===== src/ucode_cfg.svh =====
// Microcode sequencer configuration
// Control store geometry, microword field positions,
// dispatch ROM layout and call stack depth
`ifndef UCODE_CFG_SVH
`define UCODE_CFG_SVH

//////////////////////////////////////////////////
// Control store
//////////////////////////////////////////////////
`define UADDR_WIDTH      12
`define CROM_WIDTH       48

// Microword field positions
`define CROM_J_LSB       0
`define CROM_DISP_LSB    12
`define CROM_DISP_WIDTH  4
`define CROM_SKIP10_LSB  16
`define CROM_SKIP20_LSB  19
`define CROM_SKIP40_LSB  22
`define CROM_SKIP_WIDTH  3
`define CROM_CALL_BIT    25
// Bits 26 to 47 carry opaque datapath controls

//////////////////////////////////////////////////
// Dispatch ROM and datapath
//////////////////////////////////////////////////
`define DROM_WIDTH       22
`define DROM_AEQJ_BIT    21
`define DROM_ACDISP_BIT  20
`define DROM_J_LSB       8
`define DROM_A_LSB       4
`define DROM_B_LSB       0
`define DP_WIDTH         36

// Call stack depth must be a power of two
`define STACK_DEPTH      8

`endif

===== src/microwordPkg.sv =====
// Microword package
// Types for microaddresses, microwords and the sequencer
// control fields carried in each microword
`include "ucode_cfg.svh"

package microwordPkg;

   // Control store address
   typedef logic [`UADDR_WIDTH-1:0] uAddrT;

   // Full microword with jump, dispatch, skip and call fields
   typedef logic [`CROM_WIDTH-1:0] microwordT;

   //////////////////////////////////////////////////
   // Dispatch select field
   //////////////////////////////////////////////////
   // Picks the source ORed into the next address
   typedef enum logic [`CROM_DISP_WIDTH-1:0] {
      DISP_NONE  = 4'd0,
      DISP_DIAG  = 4'd1,
      DISP_RET   = 4'd2,
      DISP_J     = 4'd3,
      DISP_AREAD = 4'd4,
      DISP_MUL   = 4'd5,
      DISP_PF    = 4'd6,
      DISP_NI    = 4'd7,
      DISP_BYTE  = 4'd8,
      DISP_EA    = 4'd9,
      DISP_SCAD  = 4'd10,
      DISP_NORM  = 4'd11,
      DISP_DROMA = 4'd12,
      DISP_DROMB = 4'd13,
      DISP_DP    = 4'd14    // low datapath bits
   } dispSelT;

   // Code 15 is spare and dispatches to zero

   // Condition index within one skip group
   typedef logic [`CROM_SKIP_WIDTH-1:0] skipSelT;

endpackage


===== src/callStack.sv =====
// Call stack
// Eight-entry circular return-address stack. A call pushes the
// address after the calling microword and a return dispatch pops
`timescale 1ns/1ps
`include "ucode_cfg.svh"

module callStack
   import microwordPkg::*;
(
   input  logic      clk,
   input  logic      reset,
   input  logic      clken,
   input  microwordT microword,
   input  uAddrT     microAddress,
   output uAddrT     returnAddress
);

   localparam int PtrWidth = $clog2(`STACK_DEPTH);

   uAddrT               stack [0:`STACK_DEPTH-1];
   // Next free slot
   logic [PtrWidth-1:0] ptr;
   // Most recent entry, wraps below zero
   logic [PtrWidth-1:0] topPtr;
   logic                call;
   logic                ret;

   // Push and pop decoded from the current microword
   assign call = microword[`CROM_CALL_BIT];
   assign ret  = dispSelT'(microword[`CROM_DISP_LSB +: `CROM_DISP_WIDTH]) == DISP_RET;

   assign topPtr        = ptr - 1'b1;
   assign returnAddress = stack[topPtr];

   //////////////////////////////////////////////////
   // Stack update
   //////////////////////////////////////////////////
   always_ff @(posedge clk)
   begin
      if (reset)
      begin
         // Empty stack returns address 0 after reset
         ptr <= '0;
         for (int i = 0; i < `STACK_DEPTH; i++)
         begin
            stack[i] <= '0;
         end
      end
      else if (clken)
      begin
         // Call wins over a return in the same word
         if (call)
         begin
            // Ninth push overwrites the oldest entry
            stack[ptr] <= microAddress + 1'b1;
            ptr        <= ptr + 1'b1;
         end
         else if (ret)
         begin
            ptr <= topPtr;
         end
      end
   end

endmodule


===== config.mk =====
export PLATFORM = sky130hd
export DESIGN_NAME = callStack
export DESIGN_NICKNAME = d
export VERILOG_FILES = /design/src/microwordPkg.sv /design/src/callStack.sv
export VERILOG_INCLUDE_DIRS = /design/src
export SDC_FILE = /design/constraint.sdc
export NUM_CORES = 1
export LEC_CHECK = 0
export CORE_UTILIZATION = 49
export CTS_BUF_LIST = sky130_fd_sc_hd__clkbuf_4
export DETAILED_ROUTE_END_ITERATION = 6
export DONT_BUFFER_PORTS = 1
export GPL_TIMING_DRIVEN = 0
export PLACE_DENSITY = 0.65
export SLEW_MARGIN = 20
export SYNTH_ARGS = -nofsm -noshare
export SYNTH_HDL_FRONTEND = slang
export SYNTH_SLANG_ARGS = --single-unit

===== constraint.sdc =====
create_clock -name clk -period 2.8 [get_ports clk]
set_input_delay 0.28 -clock clk [delete_from_list [all_inputs] [get_ports clk]]
set_output_delay 0.28 -clock clk [all_outputs]
set_load 0.1 [all_outputs]

-- After elaboration in Yosys (flattened, before gate mapping)
Memory sizes are Yosys's and may differ from the RTL's.
Cells that the tools add are included.
- bits in registers: 3
- RAM bits: 96
- input port bits: 63
- output and inout port bits: 12
- logic and storage cells: 20
- memories: 1
- $add $sub $neg: 3
- equal/unequal tests: 1
- mux-type cells: 11
- reductions and logical operators: 3
- memory list (memory ; words ; bits a word ; read ports ; clocked after memory_dff ; write ports ; line ; RTL):
    stack ; 8 ; 12 ; 1 ; 0 ; 8 ; callStack.sv:20 ; uAddrT stack [0:`STACK_DEPTH-1];
- operators by type and width (kind ; count):
    $add 12x1->12 const B ; 1
    $mux 12 ; 1
    $reduce_or 12->1 ; 1
    $mux 3 ; 3
    $mux 1 ; 7
    $eq 4x2->1 const B ; 1
    $add 3x1->3 const B ; 1
    $sub 3x1->3 const B ; 1
    $reduce_and 2->1 ; 1
    $reduce_bool 2->1 ; 1

-- Logic depth before layout (Yosys ltp)
- word-level depth: 6
- gate-level depth with buffers: 8
- mapped depth without buffers: 5

-- Least setup slack after synthesis
No wires, ideal clock.
- path type: register to output
- start: register ptr[0]
- end: output port returnAddress[0]
- arrival time: 2.352 ns
- slack: 0.168 ns
- cell stages (with the launch flop): 8
- cell sequence: dfxtp_1 -> buf_2 -> inv_1 -> ha_1 -> clkbuf_1 -> clkbuf_1 -> mux4_2 -> mux2_2
- longest elaborated chain between the ends: 2
- RTL lines (what ; line ; RTL):
    from (decl) ; callStack.sv:22 ; logic [PtrWidth-1:0] ptr;
    from (signal assigned) ; callStack.sv:56 ; ptr <= ptr + 1'b1;
    from (signal assigned) ; callStack.sv:60 ; ptr <= topPtr;
    $sub 3x1->3 ; callStack.sv:32 ; assign topPtr = ptr - 1'b1;
    $mem_v2 8x12 ; - ;
    to (decl) ; callStack.sv:15 ; output uAddrT returnAddress
No other way between the ends.

-- Worst setup path after layout
Ends and elaborated chain as after synthesis.

==> out/results.ini <==
[run_status]
status = finished, final reports clean

[sta]
max_slew_margin_pct = 27.5
setup_viol = 0
min_period_ns = 2.72
grt_setup_unrepaired = false
slew_viol_final = 0
fin_skew_ns = 0.0206
fmax_mhz = 367
finalCritPeriodShare_pct = 97.2
tightest_slew_ns = 1.08
whs_ns = 0.0239
hold_viol_final = 0

[cts]
cts.sinks = 99
insertion_delay_ns = 0.43
tritoncts = done
clkTransAtPathRegs_ns = 0.14
cts_root_buffer = clkbuf_4
cts_made_buffers = 9
cts_max_level = 3
clockBufferDepth = 2

[synthesis]
synth-compound-area-share_pct = 7.75
synthCells = 324
netlist_area_um2 = 4620
synth_simple_gate_area_share_pct = 8.81
synth_top_family_by_area = multiplexers
synth_seq_area_share_pct = 63.7
postSynth.asyncResetShare_pct = 0
synth_fp_nets = 390
ys_warn_count = 0
synth_fa_ha_area_share_pct = 0.813
synth_area_leaders = edfxtp_1, mux4_2, a21oi_1
yosys.cell_types.count = 35
synthFlopType = edfxtp_1
synth.largest_area_cell = edfxtp_1
muxShareOfSynthArea_pct = 15.1
netlist.area_leader.share_pct = 62.4
syn_avg_cell_area_um2 = 14.3
ys_ff_latch = 99
synth_enable_flop_cells = 96
synth_xor_area_share_pct = 0.948

[placement]
place.gp.congestion = 0.762
place_hpwl_um = 6890
port_buffers = 0
dp_cells = 435
place_area_um2 = 4760

[drt]
via_per_inst = 6.09
drc_errors = 0
drt-pass1-iter-count = 4
ant_nets = 0
vias = 2733
initialDrtViolationCount = 158
avgRoutedWirePerCell_um = 22.4
wirelength_um = 10000

[global_route]
grtUsageMet1_pct = 31.7
grt-busiest-layer = met2
grt_pass1_wl_um = 15700
grt_util_all_layers_pct = 22.3
use_met2_pct = 34.9
first_global_vias = 2823
grt.overflow.total = 0
grt_start_max_net_pins = 15
antenna_found_initial = 0
grt.met3_usage_pct = 2.98

[setup_path]
path_delay_family = multiplexers
crit_chain = buf_6 -> inv_1 -> ha_4 -> clkbuf_8 -> mux4_2 -> mux2_4
cp_num_cells = 6
startpoint = ptr[0]
critPathSlowestCell = mux2_4
critical_path_class = reg -> out
start_kind = flip-flop
path_buf_inv = 3
cp.required_ns = 2.52
cp_slowest_stage_delay_ns = 0.42
worstPathArrival_ns = 2.44
critPathCapture = returnAddress[0]
r2r_slack_ns = 0.56
reg2reg_from = ptr[1]
path_max_fanout = 10
ff2ff_path_depth = 4
timing.rr.end = stack[4][3]
critPathCaptureType = primary output

[final_layout]
drive_above_1_share_pct = 21.0
fin_cells = 449
fin_nets = 401
area_growth_syn_to_layout_pct = 7.34
final_area_um2 = 4960
antenna_cells = 0

[floorplan]
core-area_um2 = 9200
die_area_um2 = 9820
row_count = 35
boundaryPins = 75
die_w_um = 99.1
die_h_um = 99.1
start_util_pct = 50.2

[worst_hold_path]
worstHoldPathType = in -> reg
min_from = clken

[power]
power_density_nw_per_um2 = 608
irDropWorstVdd_mv = 0.225
p_leak_nw = 1.72

[flow_run]
drv_cap = 0

[cells in the final DEF, fill, tap and decap left out, types with 4 or more instances in the layout]
cell type / Yosys / routed
a21oi_1: 56 / 56
mux4_2: 24 / 24
o31ai_1: 5 / 4
mux2_4: 0 / 12
nand2_1: 16 / 16
inv_1: 4 / 4
clkbuf_1: 13 / 11
nand3_1: 5 / 5
buf_2: 9 / 6
clkinv_1: 1 / 4
edfxtp_1: 96 / 96
nor2_1: 44 / 44
clkbuf_4: 0 / 10
[logic make-up (layout without fill, tap and decap cells)]
family	count (synthesis)	count (layout)
fa+ha+maj	3	3
flops	99	99
xor+xnor	5	5
simple gates	83	83
mux	38	38
compound gates	67	67
buf+inv	29	43
[metal layers]
metal	vias up	wire length [um]	part of all wire, %
li1	1264	-	-
met1	1326	4300	43
met2	132	4800	48
met3	11	797	7.9
met4	0	140	1.4
met5	-	0	0
[Yosys cell counts (4+ instances only)]
| master | number |
|---|---|
| nor2_1 | 44 |
| nand3_1 | 5 |
| o31ai_1 | 5 |
| mux4_2 | 24 |
| inv_1 | 4 |
| nand2_1 | 16 |
| clkbuf_1 | 13 |
| a21oi_1 | 56 |
| buf_2 | 9 |
| edfxtp_1 | 96 |
| mux2_2 | 14 |
[worst min-delay path by stage]
stage	endpoint	slack (ns)	cells past startpoint
floorplan	ptr[1]	0.38	1
detailed placement	ptr[1]	0.39	1
finish	ptr[1]	0.02	2
global placement	ptr[1]	0.39	1
CTS	ptr[1]	0.009	2
global route	ptr[1]	0.02	2
[power breakdown]
group	switching (W)	leakage [nW]	internal [W]	total, W
combinational	0.000508	0.652	0.000198	0.000706
clock	0.000432	0.0548	0.000177	0.000609
sequential	0.0000176	1.02	0.00168	0.00170
total	0.000957	1.72	0.00206	0.00301
[final cells by class]
cell class | count | area, um^2
Inverter | 5 | 18.8
Multi-Input combinational cell | 196 | 1610
Tap cell | 111 | 139
Sequential cell | 99 | 2950
Fill cell | 773 | 4240
Clock buffer | 10 | 75.1
Clock inverter | 4 | 20.0
Buffer | 23 | 134
Timing Repair Buffer | 1 | 10.0
[timing repair]
item                                    4_1_cts  5_1_grt
endpoints found under the setup margin       12        3
pin swaps                                     0        0
gates resized for setup                      24        1
setup buffers                                 0        0
endpoints found under the hold margin         1        0
hold buffers                                  1        0
[per-stage QoR]
stage / worst slack [ns] / total power, W / utilization (%) / TNS (ns)
after floorplan: 0.168 / 0.00228 / - / 0
after global placement: -0.523 / 0.00238 / 51.7 / -5.13
after detailed placement: -0.525 / 0.00239 / 51.7 / -5.20
after CTS: 0.0362 / 0.00304 / 53.8 / 0
after global routing: 0.00601 / 0.00312 / 53.9 / 0
final: 0.0785 / 0.00301 / 53.9 / 0
[worst register-to-register path: stages, from the launching register on]
cell	delay, ns
dfxtp_1	0.40
and4bb_2	0.28
nand2_1	0.19
clkbuf_1	0.45
nand2_1	0.52
[flip-flops by register name (all words and copies together), names as in the netlist]
signal  flops
stack      96
ptr         3
No activity file was read; power rests on OpenSTA's default activity.
