[config.mk]
export PLATFORM = sky130hd
export DESIGN_NAME = dispatchUnit
export DESIGN_NICKNAME = d
export VERILOG_FILES = /design/src/dispatchPkg.sv /design/src/microwordPkg.sv /design/src/dispatchUnit.sv
export VERILOG_INCLUDE_DIRS = /design/src
export SDC_FILE = /design/constraint.sdc
export NUM_CORES = 1
export LEC_CHECK = 0
export BUFFER_PORTS_ARGS = -buffer_cell sky130_fd_sc_hd__buf_2
export CAP_MARGIN = 20
export CELL_PAD_IN_SITES_DETAIL_PLACEMENT = 1
export CELL_PAD_IN_SITES_GLOBAL_PLACEMENT = 1
export CORE_ASPECT_RATIO = 1.2
export CORE_UTILIZATION = 17
export DETAILED_ROUTE_END_ITERATION = 7
export PLACE_DENSITY_LB_ADDON = 0.1
export SETUP_SLACK_MARGIN = 0.02
export SYNTH_ARGS = -nofsm -noshare
export SYNTH_HDL_FRONTEND = slang
export SYNTH_SLANG_ARGS = --single-unit
[constraint.sdc]
create_clock -name vclk -period 3.8
set_input_delay 0.57 -clock vclk [all_inputs]
set_output_delay 0.57 -clock vclk [all_outputs]
set_load 0.01 [all_outputs]
[src/ucode_cfg.svh]
// Microcode sequencer configuration
// Control store geometry, microword field positions,
// dispatch ROM layout and call stack depth
`ifndef UCODE_CFG_SVH
`define UCODE_CFG_SVH

//////////////////////////////////////////////////
// Control store
//////////////////////////////////////////////////
`define UADDR_WIDTH      12
`define CROM_WIDTH       48

// Microword field positions
`define CROM_J_LSB       0
`define CROM_DISP_LSB    12
`define CROM_DISP_WIDTH  4
`define CROM_SKIP10_LSB  16
`define CROM_SKIP20_LSB  19
`define CROM_SKIP40_LSB  22
`define CROM_SKIP_WIDTH  3
`define CROM_CALL_BIT    25
// Bits 26 to 47 carry opaque datapath controls

//////////////////////////////////////////////////
// Dispatch ROM and datapath
//////////////////////////////////////////////////
`define DROM_WIDTH       22
`define DROM_AEQJ_BIT    21
`define DROM_ACDISP_BIT  20
`define DROM_J_LSB       8
`define DROM_A_LSB       4
`define DROM_B_LSB       0
`define DP_WIDTH         36

// Call stack depth must be a power of two
`define STACK_DEPTH      8

`endif
[src/dispatchPkg.sv]
// Dispatch package
// Types for the datapath word, the dispatch ROM word,
// the narrow dispatch codes and the skip condition groups
`include "ucode_cfg.svh"

package dispatchPkg;

   // Datapath word
   typedef logic [`DP_WIDTH-1:0] dataWordT;

   // Four-bit code from the datapath dispatch decoders
   typedef logic [3:0] dispCodeT;

   //////////////////////////////////////////////////
   // Dispatch ROM word
   //////////////////////////////////////////////////
   // Bit 21     AEQJ (AREAD goes straight to J)
   // Bit 20     ACDISP (AC replaces low four bits of J)
   // Bits 19:8  J
   // Bits 7:4   A
   // Bits 3:0   B
   typedef logic [`DROM_WIDTH-1:0] dromWordT;

   // Eight conditions tested by one skip group
   // Condition 0 is never selected
   typedef logic [7:0] skipGroupT;

   // Accumulator number from the instruction word
   typedef logic [3:0] acT;

endpackage

[src/microwordPkg.sv]
// Microword package
// Types for microaddresses, microwords and the sequencer
// control fields carried in each microword
`include "ucode_cfg.svh"

package microwordPkg;

   // Control store address
   typedef logic [`UADDR_WIDTH-1:0] uAddrT;

   // Full microword with jump, dispatch, skip and call fields
   typedef logic [`CROM_WIDTH-1:0] microwordT;

   //////////////////////////////////////////////////
   // Dispatch select field
   //////////////////////////////////////////////////
   // Picks the source ORed into the next address
   typedef enum logic [`CROM_DISP_WIDTH-1:0] {
      DISP_NONE  = 4'd0,
      DISP_DIAG  = 4'd1,
      DISP_RET   = 4'd2,
      DISP_J     = 4'd3,
      DISP_AREAD = 4'd4,
      DISP_MUL   = 4'd5,
      DISP_PF    = 4'd6,
      DISP_NI    = 4'd7,
      DISP_BYTE  = 4'd8,
      DISP_EA    = 4'd9,
      DISP_SCAD  = 4'd10,
      DISP_NORM  = 4'd11,
      DISP_DROMA = 4'd12,
      DISP_DROMB = 4'd13,
      DISP_DP    = 4'd14    // low datapath bits
   } dispSelT;

   // Code 15 is spare and dispatches to zero

   // Condition index within one skip group
   typedef logic [`CROM_SKIP_WIDTH-1:0] skipSelT;

endpackage

[src/dispatchUnit.sv]
// Dispatch unit
// Decodes the AREAD dispatch from the dispatch ROM word, selects
// the dispatch source named by the microword and ORs it with the
// jump field and skip bits. Page fail forces the trap address
`timescale 1ns/1ps
`include "ucode_cfg.svh"

module dispatchUnit
   import microwordPkg::*;
   import dispatchPkg::*;
(
   input  microwordT  microword,
   input  dataWordT   dp,
   input  uAddrT      dispDiag,
   input  uAddrT      returnAddress,
   input  dromWordT   drom,
   input  acT         ac,
   input  dispCodeT   dispMul,
   input  dispCodeT   dispPf,
   input  dispCodeT   dispNi,
   input  dispCodeT   dispByte,
   input  dispCodeT   dispEa,
   input  dispCodeT   dispScad,
   input  dispCodeT   dispNorm,
   // Hit k lands on address bit 3+k
   input  logic [2:0] skipHits,
   input  logic       pageFail,
   output uAddrT      nextAddress
);

   // Microword fields
   uAddrT    jump;
   dispSelT  dispSel;
   // Dispatch ROM fields
   logic     dromAeqJ;
   logic     dromAcDisp;
   uAddrT    dromJ;
   dispCodeT dromA;
   dispCodeT dromB;
   // Address terms
   uAddrT    dispAread;
   uAddrT    dispAddress;
   uAddrT    skipAddress;

   assign jump    = microword[`CROM_J_LSB +: `UADDR_WIDTH];
   assign dispSel = dispSelT'(microword[`CROM_DISP_LSB +: `CROM_DISP_WIDTH]);

   assign dromAeqJ   = drom[`DROM_AEQJ_BIT];
   assign dromAcDisp = drom[`DROM_ACDISP_BIT];
   assign dromJ      = drom[`DROM_J_LSB +: `UADDR_WIDTH];
   assign dromA      = drom[`DROM_A_LSB +: $bits(dispCodeT)];
   assign dromB      = drom[`DROM_B_LSB +: $bits(dispCodeT)];

   //////////////////////////////////////////////////
   // AREAD decode
   //////////////////////////////////////////////////
   always_comb
   begin
      if (!dromAeqJ)
      begin
         // Operand fetch routines at 40 to 57
         dispAread = 12'o0040 | uAddrT'(dromA);
      end
      else if (dromAcDisp)
      begin
         // AC expands the opcode to 16 entry points
         dispAread = {dromJ[`UADDR_WIDTH-1:4], ac};
      end
      else
      begin
         // Immediate execute without operand fetch
         dispAread = dromJ;
      end
   end

   //////////////////////////////////////////////////
   // Dispatch mux
   //////////////////////////////////////////////////
   always_comb
   begin
      case (dispSel)
         DISP_DIAG:  dispAddress = dispDiag;
         DISP_RET:   dispAddress = returnAddress;
         DISP_J:     dispAddress = dromJ;
         DISP_AREAD: dispAddress = dispAread;
         // Narrow dispatches fill the low four bits
         DISP_MUL:   dispAddress = uAddrT'(dispMul);
         DISP_PF:    dispAddress = uAddrT'(dispPf);
         DISP_NI:    dispAddress = uAddrT'(dispNi);
         DISP_BYTE:  dispAddress = uAddrT'(dispByte);
         DISP_EA:    dispAddress = uAddrT'(dispEa);
         DISP_SCAD:  dispAddress = uAddrT'(dispScad);
         DISP_NORM:  dispAddress = uAddrT'(dispNorm);
         DISP_DROMA: dispAddress = uAddrT'(dromA);
         DISP_DROMB: dispAddress = uAddrT'(dromB);
         DISP_DP:    dispAddress = uAddrT'(dp[3:0]);
         default:    dispAddress = '0;
      endcase
   end

   // Skip groups 10, 20 and 40
   assign skipAddress = uAddrT'({skipHits, 3'b000});

   // Trap to 7777 overrides everything
   assign nextAddress = pageFail ? '1 : (jump | dispAddress | skipAddress);

endmodule

# Word level (Yosys, flattened, before mapping)
# Index checks and enable logic that the tools add are counted.
# Widths: inputs -> output; s select.
# totals
input_bits	166
register_bits	0
out_inout_bits	12
# op_classes
muxes	4
eq_ne	14
bitwise_logic	2
# op_table
cell	n
$pmux 12 s14	1
$eq 4x4->1 const B	7
$mux 12	2
$eq 4x3->1 const B	4
$or 12x12->12	1
$or 12x6->12	1
$eq 4x2->1 const B	2
$eq 4x1->1 const B	1
$mux 4	1

# Logic depth before layout (Yosys ltp)
# depth
depth_word	6
depth_mapped	7
ltp_nobuf	4

# Worst setup path before layout
# No wires, ideal clock.
# synth_path
kind	input port to output port
startpoint	input microword[15]
endpoint	output nextAddress[0]
setup_slack_ns	1.435
arrival_time_ns	1.795
cell_stages	5
required_time_ns	3.230
path_cell_list	buf_6 -> mux2_4 -> a22oi_2 -> o311ai_1 -> or4_1
# synth_via
elab_chain_cells	5
elab_cells_between_ends	18
cone_classes	eq/ne: 14; mux: 2; bitwise: 2
# synth_lines
item	line_no	rtl
start: declaration	dispatchUnit.sv:12	input microwordT microword,
$eq 4x4->1 (tied with other cells)	dispatchUnit.sv:81	case (dispSel)
$pmux 12 s14 *	dispatchUnit.sv:81	
$or 12x12->12 *	dispatchUnit.sv:105	assign nextAddress = pageFail ? '1 : (jump | dispAddress | skipAddress);
$or 12x6->12 *	dispatchUnit.sv:105	
$mux 12 *	dispatchUnit.sv:105	
end: declaration	dispatchUnit.sv:28	output uAddrT nextAddress
# Mark *: on every way between the ends. The rest lies on a longest branch, timed or not.

# Worst setup path after layout
# layout_path
startpoint	input microword[15]
endpoint	output nextAddress[2]
# Same word-level chain as after synthesis.

==> flow_metrics.tcl <==
set metrics [dict create \
    final_area_sq_um 1580 \
    ant_nets 0 \
    post_cts_buffers 0 \
    wirelength_mm 5.25 \
    timing.final.hold_violations 0 \
    gp_congestion 0.677 \
    wire_per_inst_um 16.8 \
    drive_above_1_share_pct 51.5 \
    drv_cap 0 \
    synth.distinct_cells 52 \
    grt_pass1_wl_mm 8.02 \
    postSynthCellCount 133 \
    core-area_sq_um 5710 \
    via_per_inst 4.83 \
    layout_common_cells "buf_2, mux2i_1, nor2_1" \
    period_minus_slack_ps 2940 \
    highest_layer "met3" \
    dpl.cell_count 313 \
    ys_seq_area_share_pct 0 \
    cp.required_ps 3230 \
    yosysTopAreaCell "mux2i_1" \
    critPathMaxFanout 28 \
    layout.cells.non_filler 313 \
    grt_usage_pct 16.2 \
    rows 30 \
    wl_met1_mm 2.56 \
    startpoint "microword[15]" \
    route.detailed.drc 0 \
    setup_ws_ps 864 \
    cp_slowest_cell "a2111oi_0" \
    slew_violations 0 \
    powerDensity_nw_per_um2 95.5 \
    placed_area_sq_um 1580 \
    start_util_pct 17.7 \
    drtIter0Drc 41 \
    overflow 0 \
    setup-tns-final_ps 0 \
    area_growth_pct 56.5 \
    place_ws_ps 827 \
    die_h_um 86.5 \
    worst_setup_path_start_kind "primary input" \
    ir_worst_vdd_mv 0.0394 \
    wl_met2_mm 2.31 \
    postSynthAreaPerCell_sq_um 7.61 \
    layout.nets 401 \
    cts_resized 0 \
    dieArea_sq_um 6270 \
    path_class "in2out" \
    seq_area_sq_um 0 \
    final_common_cell "buf_2" \
    p_leak_uw 0.000731 \
    synth_area_leaders "mux2i_1, a221o_1, a211o_1" \
    netlist_area_sq_um 1010 \
    synth_nets 299 \
    setup_viol 0 \
    first_global_vias 1539 \
    worstPathCellList "buf_2 -> nor4b_4 -> a22o_1 -> a2111oi_0 -> nand4b_1 -> buf_2" \
    io_pins 178 \
    antenna_found_initial 0 \
    synth_top_area_share_pct 8.90 \
    dr.pass1.iters 4 \
    period_share_pct 77.3 \
    tightest_slew_ps 656 \
    hp-start "drom[12]" \
    portBuffers 114 \
    cp-end-kind "output pin" \
    die_w_um 72.4 \
    rsz0062_at_grt "no" \
    ys_warn_count 0 \
    crit_top_cell "buf_2" \
    max_slew_margin_pct 56.1 \
    hold_buffers 0 \
    cp.arrival_ps 2370 \
    clkbuf_count 0 \
    grt_max_degree 30 \
    vias 1513 \
    wl_met3_um 387 \
    max_freq_mhz 341 \
    n_antenna_cell 0 \
    hp-class "in2out" \
    n_sequential_cell 0 \
    min_path_cells 4 \
    critPathMaxStageDelay_ps 490 \
    run_status "completed" \
    hpwl_mm 4.16 \
]
==> cells by family (layout without fill, tap and decap cells) <==
kind of cell | Yosys count | count (layout) | share of synthesized area [%]
buffers and inverters | 17 | 117 | 11.2
AOI/OAI and AO/OA | 56 | 56 | 45.1
muxes | 11 | 11 | 11.5
and+or+nand+nor | 49 | 49 | 32.1
==> Yosys cell counts, types with 3 or more instances <==
cell / number
mux2i_1: 9
nor2_1: 8
a211o_1: 6
a221o_1: 6
nand2_1: 6
nor2b_1: 6
o21ai_0: 6
a21oi_1: 5
a32o_1: 5
clkbuf_1: 5
a211oi_1: 4
buf_2: 4
buf_6: 4
nand3b_1: 4
nor3b_1: 4
a22oi_1: 3
==> worst paths after layout <==
kind | slack (ps) | end
worst max-delay path | 860 | nextAddress[2]
worst min-delay path | 1440 | nextAddress[4]
==> area by class of cell <==
type,instances,area (sq um)
fillers,744,4120
multi-input cells,116,898
repair buffers,115,578
well taps,80,100
inverters,2,7.51
==> power by group <==
group / internal [uW] / switching, uW / leakage, uW
sequential: 0 / 0 / 0
clock: 0 / 0 / 0
combinational: 76.8 / 74.4 / 0.000731
total: 76.8 / 74.4 / 0.000731
==> worst max-delay path, delay by kind of cell <==
kind / cells / cell delay, ps
compound gates: 2 / 780
buf+inv: 2 / 630
simple gates: 2 / 360
==> metal layers <==
metal	vias up	global-route usage, %
met2	74	27.6
met1	686	23.0
met3	0	1.86
met5	-	0
met4	0	0
li1	753	-
==> metrics by stage <==
| stage | hold WS [ps] | power [uW] | utilization (%) |
|---|---|---|---|
| after CTS | 1450 | 153 | 27.8 |
| after global routing | 1490 | 168 | 27.8 |
| after detailed placement | 1450 | 153 | 27.8 |
| final | 1440 | 151 | 27.8 |
| after global placement | 1450 | 152 | 27.8 |
| after floorplan | 1270 | 80.2 | - |
Power figures use the tool's default switching activity.
